[config.mk]
export PLATFORM = sky130hd
export DESIGN_NAME = fetch_subsys
export DESIGN_NICKNAME = d
export VERILOG_FILES = /design/src/logic/fetch_pkg.sv /design/src/logic/fetch_stage.sv /design/src/logic/fetch_subsys.sv /design/src/logic/ifetch_wb_master.sv /design/src/logic/pc_gen.sv /design/src/logic/wb_arbiter.sv
export SDC_FILE = /design/constraint.sdc
export NUM_CORES = 1
export LEC_CHECK = 0
export BUFFER_PORTS_ARGS = -buffer_cell sky130_fd_sc_hd__buf_2
export CORE_ASPECT_RATIO = 0.6
export CORE_MARGIN = 2
export CORE_UTILIZATION = 45
export DETAILED_ROUTE_END_ITERATION = 6
export PLACE_DENSITY = 0.71
export SLEW_MARGIN = 30
export SYNTH_ARGS = -nofsm -noshare
export SYNTH_HDL_FRONTEND = slang
export SYNTH_HIERARCHICAL = 1
export SYNTH_SLANG_ARGS = --single-unit
[constraint.sdc]
create_clock -name clk -period 8 [get_ports clk]
set_input_delay 1.2 -clock clk [delete_from_list [all_inputs] [get_ports clk]]
set_output_delay 1.2 -clock clk [all_outputs]
set_load 0.1 [all_outputs]
[src/logic/fetch_pkg.sv]
/*
 * Fetch package
 * Instruction encodings, bus error tags and reset vector shared by
 * the fetch path and the memory bus
 */
`default_nettype none

package fetch_pkg;

	//////////////////////////////
	// Types
	//////////////////////////////

	// Tag lines sampled together with err
	typedef logic [3:0] tag_t;

	//////////////////////////////
	// Instruction encodings
	//////////////////////////////

	// OR32 l.nop, immediate carries a marker for substituted slots
	localparam logic [31:0] NOP_INSN = {6'b000101, 26'h041_0000};

	//////////////////////////////
	// Bus error tags
	//////////////////////////////

	// Translation miss in the instruction TLB
	localparam tag_t TAG_TLB_MISS = 4'hd;
	// Protection fault from the instruction MMU
	localparam tag_t TAG_MMU_FAULT = 4'hc;
	// Plain bus error, no translation involved
	localparam tag_t TAG_BUS_ERR = 4'hb;

	//////////////////////////////
	// Reset vector
	//////////////////////////////

	// First fetch address once reset is released
	localparam logic [31:0] RESET_PC = 32'h0000_0100;

endpackage

`default_nettype wire

[src/logic/fetch_stage.sv]
/*
 * Instruction fetch stage
 * Presents instruction and PC to decode, keeps a word that lands while
 * decode is frozen, substitutes a NOP and flags fetch exceptions
 */
`timescale 1ns/1ns
`default_nettype none

module fetch_stage #(
	parameter int ADDR_W = 32
) (
	input  wire logic              clk,
	input  wire logic              arst_n_i,
	// Pipeline control
	input  wire logic              freeze_i,
	input  wire logic              flush_i,
	input  wire logic              kill_i,
	// Response from the fetch master
	input  wire logic              rsp_valid_i,
	input  wire logic              rsp_err_i,
	input  wire logic [31:0]       rsp_data_i,
	input  wire fetch_pkg::tag_t   rsp_tag_i,
	input  wire logic [ADDR_W-1:0] rsp_pc_i,
	// Word taken by decode
	output logic                   advance_o,
	// Toward decode
	output logic      [31:0]       insn_o,
	output logic      [ADDR_W-1:0] pc_o,
	output logic                   stall_o,
	output logic                   exc_tlb_miss_o,
	output logic                   exc_mmu_fault_o,
	output logic                   exc_bus_err_o
);

	logic              saved_q;
	logic [31:0]       insn_saved_q;
	logic [ADDR_W-1:0] pc_saved_q;
	// Bit 0 TLB miss, bit 1 MMU fault, bit 2 bus error
	logic [2:0]        exc_saved_q;
	logic [2:0]        exc_live;
	logic [2:0]        exc_sel;
	logic              save_word;
	logic              word_avail;

	// Decode frozen when a word lands, keep it for later
	assign save_word  = rsp_valid_i & freeze_i & ~saved_q;
	assign word_avail = rsp_valid_i | saved_q;

	// Tag decode only counts with err
	assign exc_live[0] = rsp_valid_i & rsp_err_i & (rsp_tag_i == fetch_pkg::TAG_TLB_MISS);
	assign exc_live[1] = rsp_valid_i & rsp_err_i & (rsp_tag_i == fetch_pkg::TAG_MMU_FAULT);
	assign exc_live[2] = rsp_valid_i & rsp_err_i & (rsp_tag_i == fetch_pkg::TAG_BUS_ERR);

	//////////////////////////////
	// Saved word
	//////////////////////////////

	// Cleared on flush, or once decode runs again and takes the word
	always_ff @(posedge clk or negedge arst_n_i) begin
		if (!arst_n_i) begin
			saved_q <= 1'b0;
		end else if (flush_i) begin
			saved_q <= 1'b0;
		end else if (save_word) begin
			saved_q <= 1'b1;
		end else if (!freeze_i) begin
			saved_q <= 1'b0;
		end
	end

	// Only looked at while saved_q is set
	always_ff @(posedge clk) begin
		if (save_word) begin
			// Erroring fetch is kept as a NOP
			insn_saved_q <= rsp_err_i ? fetch_pkg::NOP_INSN : rsp_data_i;
			pc_saved_q   <= rsp_pc_i;
			exc_saved_q  <= exc_live;
		end
	end

	//////////////////////////////
	// Decode side outputs
	//////////////////////////////

	always_comb begin
		if (kill_i | flush_i | ~word_avail) begin
			insn_o = fetch_pkg::NOP_INSN;
		end else if (saved_q) begin
			insn_o = insn_saved_q;
		end else if (rsp_err_i) begin
			insn_o = fetch_pkg::NOP_INSN;
		end else begin
			insn_o = rsp_data_i;
		end
	end

	assign pc_o    = saved_q ? pc_saved_q : rsp_pc_i;
	// High until a word shows up
	assign stall_o = ~word_avail;

	// Nothing advances while frozen or redirected
	assign advance_o = word_avail & ~freeze_i & ~flush_i;

	// Killed slot or flushed word raises no exception
	assign exc_sel         = saved_q ? exc_saved_q : exc_live;
	assign exc_tlb_miss_o  = exc_sel[0] & ~kill_i & ~flush_i;
	assign exc_mmu_fault_o = exc_sel[1] & ~kill_i & ~flush_i;
	assign exc_bus_err_o   = exc_sel[2] & ~kill_i & ~flush_i;

endmodule

`default_nettype wire

[src/logic/fetch_subsys.sv]
/*
 * Instruction fetch subsystem
 * PC generator, fetch master and fetch stage on one Wishbone bus,
 * shared with an external debug port
 */
`timescale 1ns/1ns
`default_nettype none

module fetch_subsys #(
	parameter int ADDR_W = 32,
	parameter int DATA_W = 32
) (
	input  wire logic                clk,
	input  wire logic                arst_n_i,
	// Pipeline control
	input  wire logic                freeze_i,
	input  wire logic                flush_i,
	input  wire logic [ADDR_W-1:0]   flush_pc_i,
	input  wire logic                kill_i,
	// Toward decode
	output logic      [31:0]         insn_o,
	output logic      [ADDR_W-1:0]   pc_o,
	output logic                     stall_o,
	output logic                     exc_tlb_miss_o,
	output logic                     exc_mmu_fault_o,
	output logic                     exc_bus_err_o,
	// Debug master port
	input  wire logic                dbg_cyc_i,
	input  wire logic                dbg_stb_i,
	input  wire logic                dbg_we_i,
	input  wire logic [ADDR_W-1:0]   dbg_adr_i,
	input  wire logic [DATA_W-1:0]   dbg_dat_i,
	input  wire logic [DATA_W/8-1:0] dbg_sel_i,
	output logic      [DATA_W-1:0]   dbg_dat_o,
	output logic                     dbg_ack_o,
	output logic                     dbg_err_o,
	// Memory bus
	output logic                     wb_cyc_o,
	output logic                     wb_stb_o,
	output logic                     wb_we_o,
	output logic      [ADDR_W-1:0]   wb_adr_o,
	output logic      [DATA_W-1:0]   wb_dat_o,
	output logic      [DATA_W/8-1:0] wb_sel_o,
	input  wire logic [DATA_W-1:0]   wb_dat_i,
	input  wire logic                wb_ack_i,
	input  wire logic                wb_err_i,
	input  wire fetch_pkg::tag_t     wb_tag_i
);

	// PC and handshake between the fetch blocks
	logic [ADDR_W-1:0] pc;
	logic              advance;
	logic              rsp_valid;
	logic              rsp_err;
	logic [31:0]       rsp_data;
	fetch_pkg::tag_t   rsp_tag;
	logic [ADDR_W-1:0] rsp_pc;
	// Fetch master toward the arbiter
	logic              f_cyc;
	logic              f_stb;
	logic [ADDR_W-1:0] f_adr;
	logic [31:0]       f_dat;
	logic              f_ack;
	logic              f_err;
	fetch_pkg::tag_t   f_tag;

	pc_gen #(
		.ADDR_W(ADDR_W)
	) u_pc_gen (
		.clk(clk), .arst_n_i(arst_n_i),
		.advance_i(advance), .flush_i(flush_i), .flush_pc_i(flush_pc_i),
		.pc_o(pc)
	);

	ifetch_wb_master #(
		.ADDR_W(ADDR_W)
	) u_ifetch_wb_master (
		.clk(clk), .arst_n_i(arst_n_i),
		.pc_i(pc), .advance_i(advance), .flush_i(flush_i),
		.wb_cyc_o(f_cyc), .wb_stb_o(f_stb), .wb_adr_o(f_adr),
		.wb_dat_i(f_dat), .wb_ack_i(f_ack), .wb_err_i(f_err), .wb_tag_i(f_tag),
		.rsp_valid_o(rsp_valid), .rsp_err_o(rsp_err), .rsp_data_o(rsp_data),
		.rsp_tag_o(rsp_tag), .rsp_pc_o(rsp_pc)
	);

	fetch_stage #(
		.ADDR_W(ADDR_W)
	) u_fetch_stage (
		.clk(clk), .arst_n_i(arst_n_i),
		.freeze_i(freeze_i), .flush_i(flush_i), .kill_i(kill_i),
		.rsp_valid_i(rsp_valid), .rsp_err_i(rsp_err), .rsp_data_i(rsp_data),
		.rsp_tag_i(rsp_tag), .rsp_pc_i(rsp_pc),
		.advance_o(advance), .insn_o(insn_o), .pc_o(pc_o), .stall_o(stall_o),
		.exc_tlb_miss_o(exc_tlb_miss_o), .exc_mmu_fault_o(exc_mmu_fault_o),
		.exc_bus_err_o(exc_bus_err_o)
	);

	// Debug takes the bus ahead of fetch
	wb_arbiter #(
		.ADDR_W(ADDR_W),
		.DATA_W(DATA_W)
	) u_wb_arbiter (
		.clk(clk), .arst_n_i(arst_n_i),
		.m0_cyc_i(f_cyc), .m0_stb_i(f_stb), .m0_adr_i(f_adr),
		.m0_dat_o(f_dat), .m0_ack_o(f_ack), .m0_err_o(f_err), .m0_tag_o(f_tag),
		.m1_cyc_i(dbg_cyc_i), .m1_stb_i(dbg_stb_i), .m1_we_i(dbg_we_i),
		.m1_adr_i(dbg_adr_i), .m1_dat_i(dbg_dat_i), .m1_sel_i(dbg_sel_i),
		.m1_dat_o(dbg_dat_o), .m1_ack_o(dbg_ack_o), .m1_err_o(dbg_err_o),
		.s_cyc_o(wb_cyc_o), .s_stb_o(wb_stb_o), .s_we_o(wb_we_o),
		.s_adr_o(wb_adr_o), .s_dat_o(wb_dat_o), .s_sel_o(wb_sel_o),
		.s_dat_i(wb_dat_i), .s_ack_i(wb_ack_i), .s_err_i(wb_err_i),
		.s_tag_i(wb_tag_i)
	);

endmodule

`default_nettype wire

[src/logic/ifetch_wb_master.sv]
/*
 * Instruction fetch bus master
 * Reads one word per Wishbone classic cycle at the current PC and
 * hands the response, tagged with its address, to the fetch stage
 */
`timescale 1ns/1ns
`default_nettype none

module ifetch_wb_master #(
	parameter int ADDR_W = 32
) (
	input  wire logic              clk,
	input  wire logic              arst_n_i,
	// From PC generator and fetch stage
	input  wire logic [ADDR_W-1:0] pc_i,
	input  wire logic              advance_i,
	input  wire logic              flush_i,
	// Wishbone master side
	output logic                   wb_cyc_o,
	output logic                   wb_stb_o,
	output logic      [ADDR_W-1:0] wb_adr_o,
	input  wire logic [31:0]       wb_dat_i,
	input  wire logic              wb_ack_i,
	input  wire logic              wb_err_i,
	input  wire fetch_pkg::tag_t   wb_tag_i,
	// Response toward the fetch stage
	output logic                   rsp_valid_o,
	output logic                   rsp_err_o,
	output logic      [31:0]       rsp_data_o,
	output fetch_pkg::tag_t        rsp_tag_o,
	output logic      [ADDR_W-1:0] rsp_pc_o
);

	// Idle only right after reset, done waits for decode to take the word
	typedef enum logic [1:0] {S_IDLE, S_BUSY, S_DONE} state_t;

	state_t            state_q;
	// First cycle of a read, address comes straight from the PC
	logic              first_q;
	// Open read was overtaken by a flush
	logic              discard_q;
	logic [ADDR_W-1:0] adr_q;
	logic              xfer_end;
	logic              restart;

	assign xfer_end = (state_q == S_BUSY) & (wb_ack_i | wb_err_i);
	// Any of these ends the word in flight and opens the next read at once
	assign restart = discard_q | flush_i | advance_i;

	//////////////////////////////
	// Bus request
	//////////////////////////////

	assign wb_cyc_o = (state_q == S_BUSY);
	assign wb_stb_o = (state_q == S_BUSY);
	// PC is already updated in the first cycle, then the latched copy holds it
	assign wb_adr_o = first_q ? pc_i : adr_q;

	always_ff @(posedge clk or negedge arst_n_i) begin
		if (!arst_n_i) begin
			state_q   <= S_IDLE;
			first_q   <= 1'b0;
			discard_q <= 1'b0;
			adr_q     <= ADDR_W'(fetch_pkg::RESET_PC);
		end else begin
			adr_q   <= wb_adr_o;
			first_q <= 1'b0;
			case (state_q)
				S_IDLE: begin
					state_q <= S_BUSY;
					first_q <= 1'b1;
				end
				S_BUSY: begin
					if (xfer_end) begin
						discard_q <= 1'b0;
						if (restart) begin
							first_q <= 1'b1;
						end else begin
							// Decode frozen, word saved in the stage
							state_q <= S_DONE;
						end
					end else if (flush_i) begin
						// Cannot abort, finish the cycle and drop its data
						discard_q <= 1'b1;
					end
				end
				default: begin
					if (flush_i | advance_i) begin
						state_q <= S_BUSY;
						first_q <= 1'b1;
					end
				end
			endcase
		end
	end

	//////////////////////////////
	// Response
	//////////////////////////////

	// Stale reads and responses in a flush cycle never reach decode
	assign rsp_valid_o = xfer_end & ~discard_q & ~flush_i;
	assign rsp_err_o   = wb_err_i;
	assign rsp_data_o  = wb_dat_i;
	assign rsp_tag_o   = wb_tag_i;
	assign rsp_pc_o    = wb_adr_o;

endmodule

`default_nettype wire

[src/logic/pc_gen.sv]
/*
 * Program counter generator
 * Steps the fetch address by one word per delivered instruction and
 * takes a redirect target when the pipeline is flushed
 */
`timescale 1ns/1ns
`default_nettype none

module pc_gen #(
	parameter int ADDR_W = 32
) (
	input  wire logic              clk,
	input  wire logic              arst_n_i,
	// Word handed to decode this cycle
	input  wire logic              advance_i,
	// Pipeline redirect
	input  wire logic              flush_i,
	input  wire logic [ADDR_W-1:0] flush_pc_i,
	// Current fetch address
	output logic      [ADDR_W-1:0] pc_o
);

	// Word-aligned redirect target
	logic [ADDR_W-1:0] flush_target;
	// Sequential successor
	logic [ADDR_W-1:0] pc_step;
	logic [ADDR_W-1:0] pc_q;

	// Instructions are word aligned, drop the byte offset
	assign flush_target = {flush_pc_i[ADDR_W-1:2], 2'b00};

	assign pc_step = pc_q + ADDR_W'(4);

	//////////////////////////////
	// PC register
	//////////////////////////////

	// Flush has priority over a normal step
	always_ff @(posedge clk or negedge arst_n_i) begin
		if (!arst_n_i) begin
			pc_q <= ADDR_W'(fetch_pkg::RESET_PC);
		end else if (flush_i) begin
			pc_q <= flush_target;
		end else if (advance_i) begin
			pc_q <= pc_step;
		end
	end

	// Held between steps, so the fetch master sees a stable address
	assign pc_o = pc_q;

endmodule

`default_nettype wire

[src/logic/wb_arbiter.sv]
/*
 * Wishbone arbiter
 * Shares one classic bus between fetch and debug, debug first,
 * with the grant held for the whole of a transfer
 */
`timescale 1ns/1ns
`default_nettype none

module wb_arbiter #(
	parameter int ADDR_W = 32,
	parameter int DATA_W = 32
) (
	input  wire logic                clk,
	input  wire logic                arst_n_i,
	// Master 0, instruction fetch, read only
	input  wire logic                m0_cyc_i,
	input  wire logic                m0_stb_i,
	input  wire logic [ADDR_W-1:0]   m0_adr_i,
	output logic      [31:0]         m0_dat_o,
	output logic                     m0_ack_o,
	output logic                     m0_err_o,
	output fetch_pkg::tag_t          m0_tag_o,
	// Master 1, debug port
	input  wire logic                m1_cyc_i,
	input  wire logic                m1_stb_i,
	input  wire logic                m1_we_i,
	input  wire logic [ADDR_W-1:0]   m1_adr_i,
	input  wire logic [DATA_W-1:0]   m1_dat_i,
	input  wire logic [DATA_W/8-1:0] m1_sel_i,
	output logic      [DATA_W-1:0]   m1_dat_o,
	output logic                     m1_ack_o,
	output logic                     m1_err_o,
	// Shared slave bus
	output logic                     s_cyc_o,
	output logic                     s_stb_o,
	output logic                     s_we_o,
	output logic      [ADDR_W-1:0]   s_adr_o,
	output logic      [DATA_W-1:0]   s_dat_o,
	output logic      [DATA_W/8-1:0] s_sel_o,
	input  wire logic [DATA_W-1:0]   s_dat_i,
	input  wire logic                s_ack_i,
	input  wire logic                s_err_i,
	input  wire fetch_pkg::tag_t     s_tag_i
);

	// Owner 1 is debug
	logic owner;
	logic owner_q;
	logic locked_q;

	// Free bus goes to debug whenever it asks
	assign owner = locked_q ? owner_q : m1_cyc_i;

	//////////////////////////////
	// Grant lock
	//////////////////////////////

	// Held through wait states, dropped when the owner ends or leaves
	always_ff @(posedge clk or negedge arst_n_i) begin
		if (!arst_n_i) begin
			owner_q  <= 1'b0;
			locked_q <= 1'b0;
		end else begin
			owner_q  <= owner;
			locked_q <= s_cyc_o & ~(s_ack_i | s_err_i);
		end
	end

	//////////////////////////////
	// Request mux
	//////////////////////////////

	assign s_cyc_o = owner ? m1_cyc_i : m0_cyc_i;
	assign s_stb_o = owner ? m1_stb_i : m0_stb_i;
	// Fetch never writes
	assign s_we_o  = owner & m1_we_i;
	assign s_adr_o = owner ? m1_adr_i : m0_adr_i;
	assign s_dat_o = owner ? m1_dat_i : '0;
	// Fetch always reads the full word
	assign s_sel_o = owner ? m1_sel_i : '1;

	// Responses go to the owner only
	assign m0_ack_o = s_ack_i & ~owner & m0_cyc_i;
	assign m0_err_o = s_err_i & ~owner & m0_cyc_i;
	assign m0_dat_o = s_dat_i[31:0];
	assign m0_tag_o = s_tag_i;
	assign m1_ack_o = s_ack_i & owner & m1_cyc_i;
	assign m1_err_o = s_err_i & owner & m1_cyc_i;
	assign m1_dat_o = s_dat_i;

endmodule

`default_nettype wire

==> flow_summary.yaml, run 1 <==
global_route:
  grt_pass1_vias: 5329
  grt_first_pass_wirelength_um: 28800
  grt_usage_pct: 18.5
  grt_overflow_total: 0
  grt_max_degree: 73
  antenna_found_initial: 3
clock_tree:
  clkLatencyLatePin_ps: 410
  postCtsSetupBuffers: 0
  clk_pin_slew_ps: 60
  ctsHoldBuffers: 0
  cts_tree: "done"
  root_buffer: "clkbuf_16"
  cts_buffers: 17
  ctsResizeCount: 0
  cts.sinks: 136
  htreeDepth: 4
  cts_buffer_depth: 2
floorplanning:
  dieArea_um2: 19800
  die_y_um: 110
  io_pins: 319
  initial_core_util_pct: 46.1
  chipWidth_um: 180
  placementRows: 38
  design.core.area_um2: 18200
finish:
  regArea_um2: 3750
  multi_input_area_um2: 3330
  drive_gt1_share_pct: 52.0
  postLayoutCellArea_um2: 9680
  stdcell_count: 1169
  fillers: 1628
  syn2layout_area_growth_pct: 15.5
  final_nets: 1061
hold_path:
  min_path_type: "reg -> reg"
  holdCritStartpoint: "u_ifetch_wb_master/adr_q[6]"
  whs_endpoint: "u_ifetch_wb_master/adr_q[6]"
  whs_path_depth: 1
route:
  wirelength_um: 18800
  via_per_inst: 4.88
  drtAntennaViolNets: 0
  first_pass_iters: 4
  vias: 5707
  routedWlPerCell_um: 16.0
  first_iter_violations: 254
  drc: 0
worst_setup_path:
  r2r-start: "u_wb_arbiter/locked_q"
  arrival_ps: 4440
  reg2reg_to: "u_pc_gen/pc_o[19]"
  rr_worst_depth: 13
  start_kind: "primary input"
  cp_data_required_time_ps: 6800
  crit_type: "in -> out"
  r2r_slack_ps: 3630
  worst-path-max-fanout: 72
  endpoint_kind: "output port"
timing:
  rsz0062_at_grt: "false"
  setup_tns_ps: 0
  finalHoldViolCount: 0
  skew_ps: 13.3
  period_needed_ps: 5640
  slew_violations: 0
  slew-limit-headroom_pct: 40.8
  fin_crit_sh_pct: 70.6
  fmax_ghz: 0.177
  setup_viol: 0
  worstMarginPinSlew_ps: 887
yosys:
  synthSimpleGateAreaFrac_pct: 15.2
  syn_avg_cell_area_um2: 11.2
  synth_edf_count: 67
  synth_mux_area_share_pct: 18.7
  ys_ff_latch: 136
  synthesis.area_um2: 8380
  ys_types: 53
  yosys.area_share.xor_xnor_pct: 3.03
  synth_area_leaders: "edfxtp_1, dfrtp_1, buf_4, mux2_2, mux2_4"
  yosys.area.top_type: "edfxtp_1"
  async_flop_share_pct: 50.7
  synth-main-ff-cell: "edfxtp_1"
  synth_top_area_share_pct: 24.0
  synth_top_family_by_area: "multiplexers"
  synthCells: 745
  synth_compound_area_share_pct: 2.57
  seq_area_frac_synth_pct: 44.6
  yosys.area_share.adder_pct: 0.149
  ys_warn_count: 6
power:
  p_int_uw: 1860
  p_clk_share_pct: 20.0
  switching_power_uw: 2190
  seq_power_share_pct: 24.3
  p_leak_uw: 0.00432
  combPwrFrac_pct: 55.7
  swShare_pct: 54.0
  ir_drop_mv: 0.314
  power.density_nw_per_um2: 419
place:
  hpwlAfterDp_um: 13800
  numPortBuffers: 316
  place_area_um2: 9050
  place_congestion: 0.795
  placed_cells: 1135
status:
  status: "finished clean"
flow_run:
  drv_cap: 0
-- cell families after synthesis --
group,count (synthesis)
other cells,1
xor+xnor,29
fa+ha+maj,1
flops,136
compound gates,41
buf+inv,179
simple gates,230
mux,128
-- cell usage in the layout, fill, tap and decap left out, types with 3 or more instances in the layout --
master       n
nand3_1      8
buf_2      315
o21ai_1      5
edfxtp_1    67
inv_6        5
or3_1        3
and3_2       3
nor2_1      48
nor2b_1     66
nor3_1      11
mux2_4      40
and3_1       7
mux2i_1     29
dfrtp_1     65
nand2_1     47
or2_2        9
nor4_4       3
xor2_1       8
o21ai_0     28
nor4_1       5
buf_4        3
nand4_1      3
a21oi_1      5
clkbuf_16   17
mux2_2      58
xnor2_1     21
clkinv_4     3
inv_1        5
-- worst max-delay path, cell delays in order --
cell and delay, ps:
buf_2 140, mux2i_4 160, buf_6 590, and3_2 280, nor2_1 80, nor4_1 560
nor2_1 210, or2_2 580, nor2_1 190, buf_2 440
-- power by group through the flow --
| stage | sequential, uW | clock (uW) | combinational (uW) |
|---|---|---|---|
| after CTS | 986 | 835 | 2270 |
| after detailed placement | 999 | 0 | 2260 |
| after global routing | 1000 | 866 | 2340 |
| after global placement | 993 | 0 | 2250 |
| final | 984 | 811 | 2260 |
| after floorplan | 948 | 0 | 2170 |
-- per-stage QoR --
step                util [%]  power [uW]  hold WS, ps  setup slack [ps]
floorplan                  -        3120          476              1910
finish                  53.3        4050          519              2360
CTS                     53.2        4090          524              1970
global placement        49.6        3240          495              2120
detailed placement      49.8        3260          501              1980
global route            53.3        4210          541              2060
-- synth_stat cells, types with 2 or more instances --
cell type and count:
o21ai_0 28, dfstp_2 2, xnor2_1 21, mux2_2 58, mux2_4 40, buf_2 7, nor2_1 48, dfrtp_1 67
inv_1 5, nand3_1 8, o21ai_1 5, nor3b_1 2, or2_2 8, nor3_1 11, and3_2 3, a21oi_1 5
buf_6 8, nand2_1 47, xor2_1 8, nor4_1 5, nand2b_1 2, nor4_4 3, edfxtp_1 67, buf_8 3
buf_4 141, and3_1 7, or3_1 3, nand4_1 3, clkbuf_1 12, nor2b_1 66, nand4_2 2, mux2i_1 29
-- routing by layer --
metal / vias to the layer above / wire length (um) / global-route usage, %
met4: 2 / 55 / 3.46
li1: 2752 / - / -
met1: 2757 / 8650 / 25.2
met3: 4 / 1260 / 5.43
met2: 192 / 8770 / 29.9
met5: - / 13 / 0
-- final cells by class --
cell class                 count  area share (%)
timing repair buffer         322            17.2
sequential                   136            38.7
multi-input combinational    431            34.4
clock buffer                  19            4.68
inverter                       6           0.233
antenna                        2          0.0517
clock inverter                13            1.62
tap                          240            3.10
-- worst max path at each step --
stage                   start    endpoint  slack, ps
floorplan           dbg_cyc_i   insn_o[0]       1910
finish              dbg_cyc_i  insn_o[25]       2360
global route        dbg_cyc_i  insn_o[20]       2060
CTS                 dbg_cyc_i  insn_o[25]       1970
detailed placement  dbg_cyc_i  insn_o[25]       1980
global placement    dbg_cyc_i  insn_o[24]       2120
-- registers in the layout, indices dropped and copies added (netlist names) --
name and flops:
u_pc_gen/pc_o 30, u_ifetch_wb_master/discard_q 1, u_wb_arbiter/locked_q 1, u_fetch_stage/insn_saved_q 32, u_ifetch_wb_master/adr_q 32, u_fetch_stage/pc_saved_q 32
u_fetch_stage/saved_q 1, u_fetch_stage/exc_saved_q 3, u_wb_arbiter/owner_q 1, u_ifetch_wb_master/state_q 2, u_ifetch_wb_master/first_q 1
(Power assumes the default switching activity.)
==> run 2: changes to the inputs <==
--- a/config.mk
+++ b/config.mk
@@ -5,12 +5,13 @@
 export SDC_FILE = /design/constraint.sdc
 export NUM_CORES = 1
 export LEC_CHECK = 0
+export ABC_AREA = 1
 export BUFFER_PORTS_ARGS = -buffer_cell sky130_fd_sc_hd__buf_2
 export CORE_ASPECT_RATIO = 0.6
 export CORE_MARGIN = 2
 export CORE_UTILIZATION = 45
 export DETAILED_ROUTE_END_ITERATION = 6
-export PLACE_DENSITY = 0.71
+export PLACE_DENSITY = 0.73
 export SLEW_MARGIN = 30
 export SYNTH_ARGS = -nofsm -noshare
 export SYNTH_HDL_FRONTEND = slang
==> constraint.sdc (replaced) <==
create_clock -name clk -period 5.1 [get_ports clk]
set_input_delay 0.765 -clock clk [delete_from_list [all_inputs] [get_ports clk]]
set_output_delay 0.765 -clock clk [all_outputs]
set_load 0.1 [all_outputs]
==> run 2 against run 1 <==
Against the previous run:
- register-to-register slack lost 1900 ps
- clock skew shrank 1.2 ps
- synthesized cell count grew 50%
- highest routed layer is now met4
- sequential power grew 63%
- critical path depth grew 2
- combinational power grew 62%
- flip-flop and latch count is the same
- cell count grew 34%
- sequential share of layout area shrank 1.8 points
- design area grew 5.0%
- power grew 63%
==> flow_summary.yaml, run 2 <==
status:
  status: "finished clean"
clock_tree:
  clkLatencyLatePin_ps: 410
  postCtsSetupBuffers: 0
  htreeDepth: 4
  root_buffer: "clkbuf_16"
  cts_tree: "done"
  ctsHoldBuffers: 0
  cts.sinks: 136
  ctsResizeCount: 0
  cts_buffer_depth: 2
  cts_buffers: 17
  clk_pin_slew_ps: 60
power:
  ir_drop_mv: 0.522
  p_clk_share_pct: 20.1
  power.density_nw_per_um2: 649
  p_leak_uw: 0.00531
  swShare_pct: 55.4
  seq_power_share_pct: 24.3
  combPwrFrac_pct: 55.6
  p_int_uw: 2940
  switching_power_uw: 3650
place:
  place_area_um2: 9530
  place_congestion: 0.955
  hpwlAfterDp_um: 15900
  numPortBuffers: 316
  placed_cells: 1530
  detailedPlace.worstSlack_ps: 918
worst_setup_path:
  cpLargestDelayFamily: "simple AND/OR/NAND/NOR gates"
  rr_worst_depth: 14
  path_buf_inv: 2
  worst-path-max-fanout: 32
  worstSetupPathDepth: 12
  start_kind: "register"
  cp_data_required_time_ps: 4340
  endpoint_kind: "output port"
  cp_cell_sequence: "nor2_1 -> nand3_1 -> nor2_1 -> inv_1 -> nand2_1 -> nand2_1 -> nor3_1 -> nor2_2 -> nor2_4 -> o21ai_0 -> nor2_1 -> buf_2"
  cp_slowest_cell: "nor2_4"
  cpPeakStageDelay_ps: 630
  cpMostUsedCell: "nor2_1"
  arrival_ps: 3500
  crit_type: "reg -> out"
route:
  first_pass_iters: 5
  via_per_inst: 4.79
  first_iter_violations: 620
  routedWlPerCell_um: 14.6
  wirelength_um: 22800
  vias: 7484
  drtAntennaViolNets: 0
  drc: 0
yosys:
  synth_area_leaders: "edfxtp_1, dfrtp_1, nand2_1, buf_4, nor2_1"
  yosysMostFrequentCell: "nand2_1"
  seq_area_frac_synth_pct: 42.3
  ys_ff_latch: 136
  synth_top_area_share_pct: 22.7
  yosys.area.top_type: "edfxtp_1"
  ys_warn_count: 6
  synth_common_cells: "nand2_1, nor2_1, buf_4"
  synth_edf_count: 67
  ys_types: 35
  synthCells: 1121
  synth-main-ff-cell: "edfxtp_1"
  synthesis.area_um2: 8850
  async_flop_share_pct: 50.7
  syn_avg_cell_area_um2: 7.90
finish:
  final_nets: 1430
  n_antenna_cell: 0
  postLayoutCellArea_um2: 10200
  fillers: 1853
  top_regs: "u_fetch_stage/insn_saved_q: 32 flops, u_fetch_stage/pc_saved_q: 32 flops, u_ifetch_wb_master/adr_q: 32 flops"
  final_cell_mix: "nand2_1, buf_2, nor2_1"
  drive_gt1_share_pct: 32.9
  syn2layout_area_growth_pct: 14.7
  final_common_cell: "nand2_1"
  stdcell_count: 1562
floorplanning:
  placementRows: 39
  io_pins: 319
  initial_core_util_pct: 46.2
  dieArea_um2: 20800
  design.core.area_um2: 19200
  die_y_um: 113
  chipWidth_um: 185
timing:
  fmax_ghz: 0.234
  setup_tns_ps: 0
  slew-limit-headroom_pct: 44.1
  hold_slack_ps: 364
  fin_ws_ps: 833
  rsz0062_at_grt: "false"
  skew_ps: 12.0
  fin_crit_sh_pct: 83.7
  period_needed_ps: 4270
  slew_violations: 0
  finalHoldViolCount: 0
  worstMarginPinSlew_ps: 837
  setup_viol: 0
flow_run:
  drv_cap: 0
hold_path:
  min_path_type: "in -> async"
global_route:
  grt_usage_pct: 21.7
  grt_overflow_total: 0
  grt_max_degree: 70
  grt_pass1_vias: 6786
  antenna_found_initial: 0
  grt_first_pass_wirelength_um: 35300
run 2: changes by cell type in the layout (fill, tap and decap cells not counted), moves of 21 or more:
cell | previous run | this run
inv_1 | 5 | 102
mux2_2 | 58 | 2
mux2i_1 | 29 | 0
nand2_1 | 47 | 333
nand3_1 | 8 | 48
nor2_1 | 48 | 162
nor2b_1 | 66 | 0
o21ai_1 | 5 | 28
xnor2_1 | 21 | 0
run 2: power groups by stage:
stage          sequential, uW  clock [uW]  combinational, uW
2_1_floorplan            1530           0               3480
3_3_place_gp             1610           0               3640
3_5_place_dp             1620           0               3660
4_1_cts                  1610        1350               3670
5_1_grt                  1630        1400               3830
6_report                 1600        1330               3660
run 2: path summary, 6_finish.rpt:
check,start,end,slack [ps]
worst max-delay path,u_ifetch_wb_master/state_q[1],insn_o[31],830
worst min-delay path,arst_n_i,u_ifetch_wb_master/adr_q[15],360
worst max register to register,u_ifetch_wb_master/state_q[1],u_pc_gen/pc_o[15],1720
worst min register to register,u_ifetch_wb_master/adr_q[23],u_ifetch_wb_master/adr_q[23],510
max in group asynchronous,arst_n_i,u_ifetch_wb_master/first_q,4220
min in group clk,u_ifetch_wb_master/adr_q[23],u_ifetch_wb_master/adr_q[23],510
run 2: routing by layer:
layer / vias to the layer above / global-route usage, % / routed length, um
met5: - / 0 / 0
met4: 0 / 4.34 / 187
met3: 12 / 5.58 / 1990
met2: 336 / 32.6 / 9890
met1: 3441 / 31.6 / 10700
li1: 3695 / - / -
run 2: logic make-up (layout without fill, tap and decap cells):
family | after synthesis | after routing | synth area share, %
buf+inv | 286 | 460 | 19.5
simple gates | 587 | 587 | 27.3
fa+ha+maj | 1 | 1 | 0.141
mux | 32 | 32 | 5.34
other cells | 1 | 2 | 0.0424
compound gates | 73 | 73 | 4.89
flops | 136 | 136 | 42.3
xor+xnor | 5 | 5 | 0.495
run 2: cell type report:
type                            count  area, um^2  share of cell area [%]
Inverter                          104         390                    3.84
Clock inverter                     14         196                    1.93
Tap cell                          266         333                    3.28
Sequential cell                   136        3750                    36.9
Timing Repair Buffer              324        1660                    16.4
Multi-Input combinational cell    700        3400                    33.5
Clock buffer                       18         429                    4.23
run 2: through the flow:
step	power [uW]	utilization, %
after floorplan	5010	-
after global placement	5250	49.7
after detailed placement	5290	49.7
after CTS	6630	52.9
after global routing	6870	53.0
final	6590	53.0
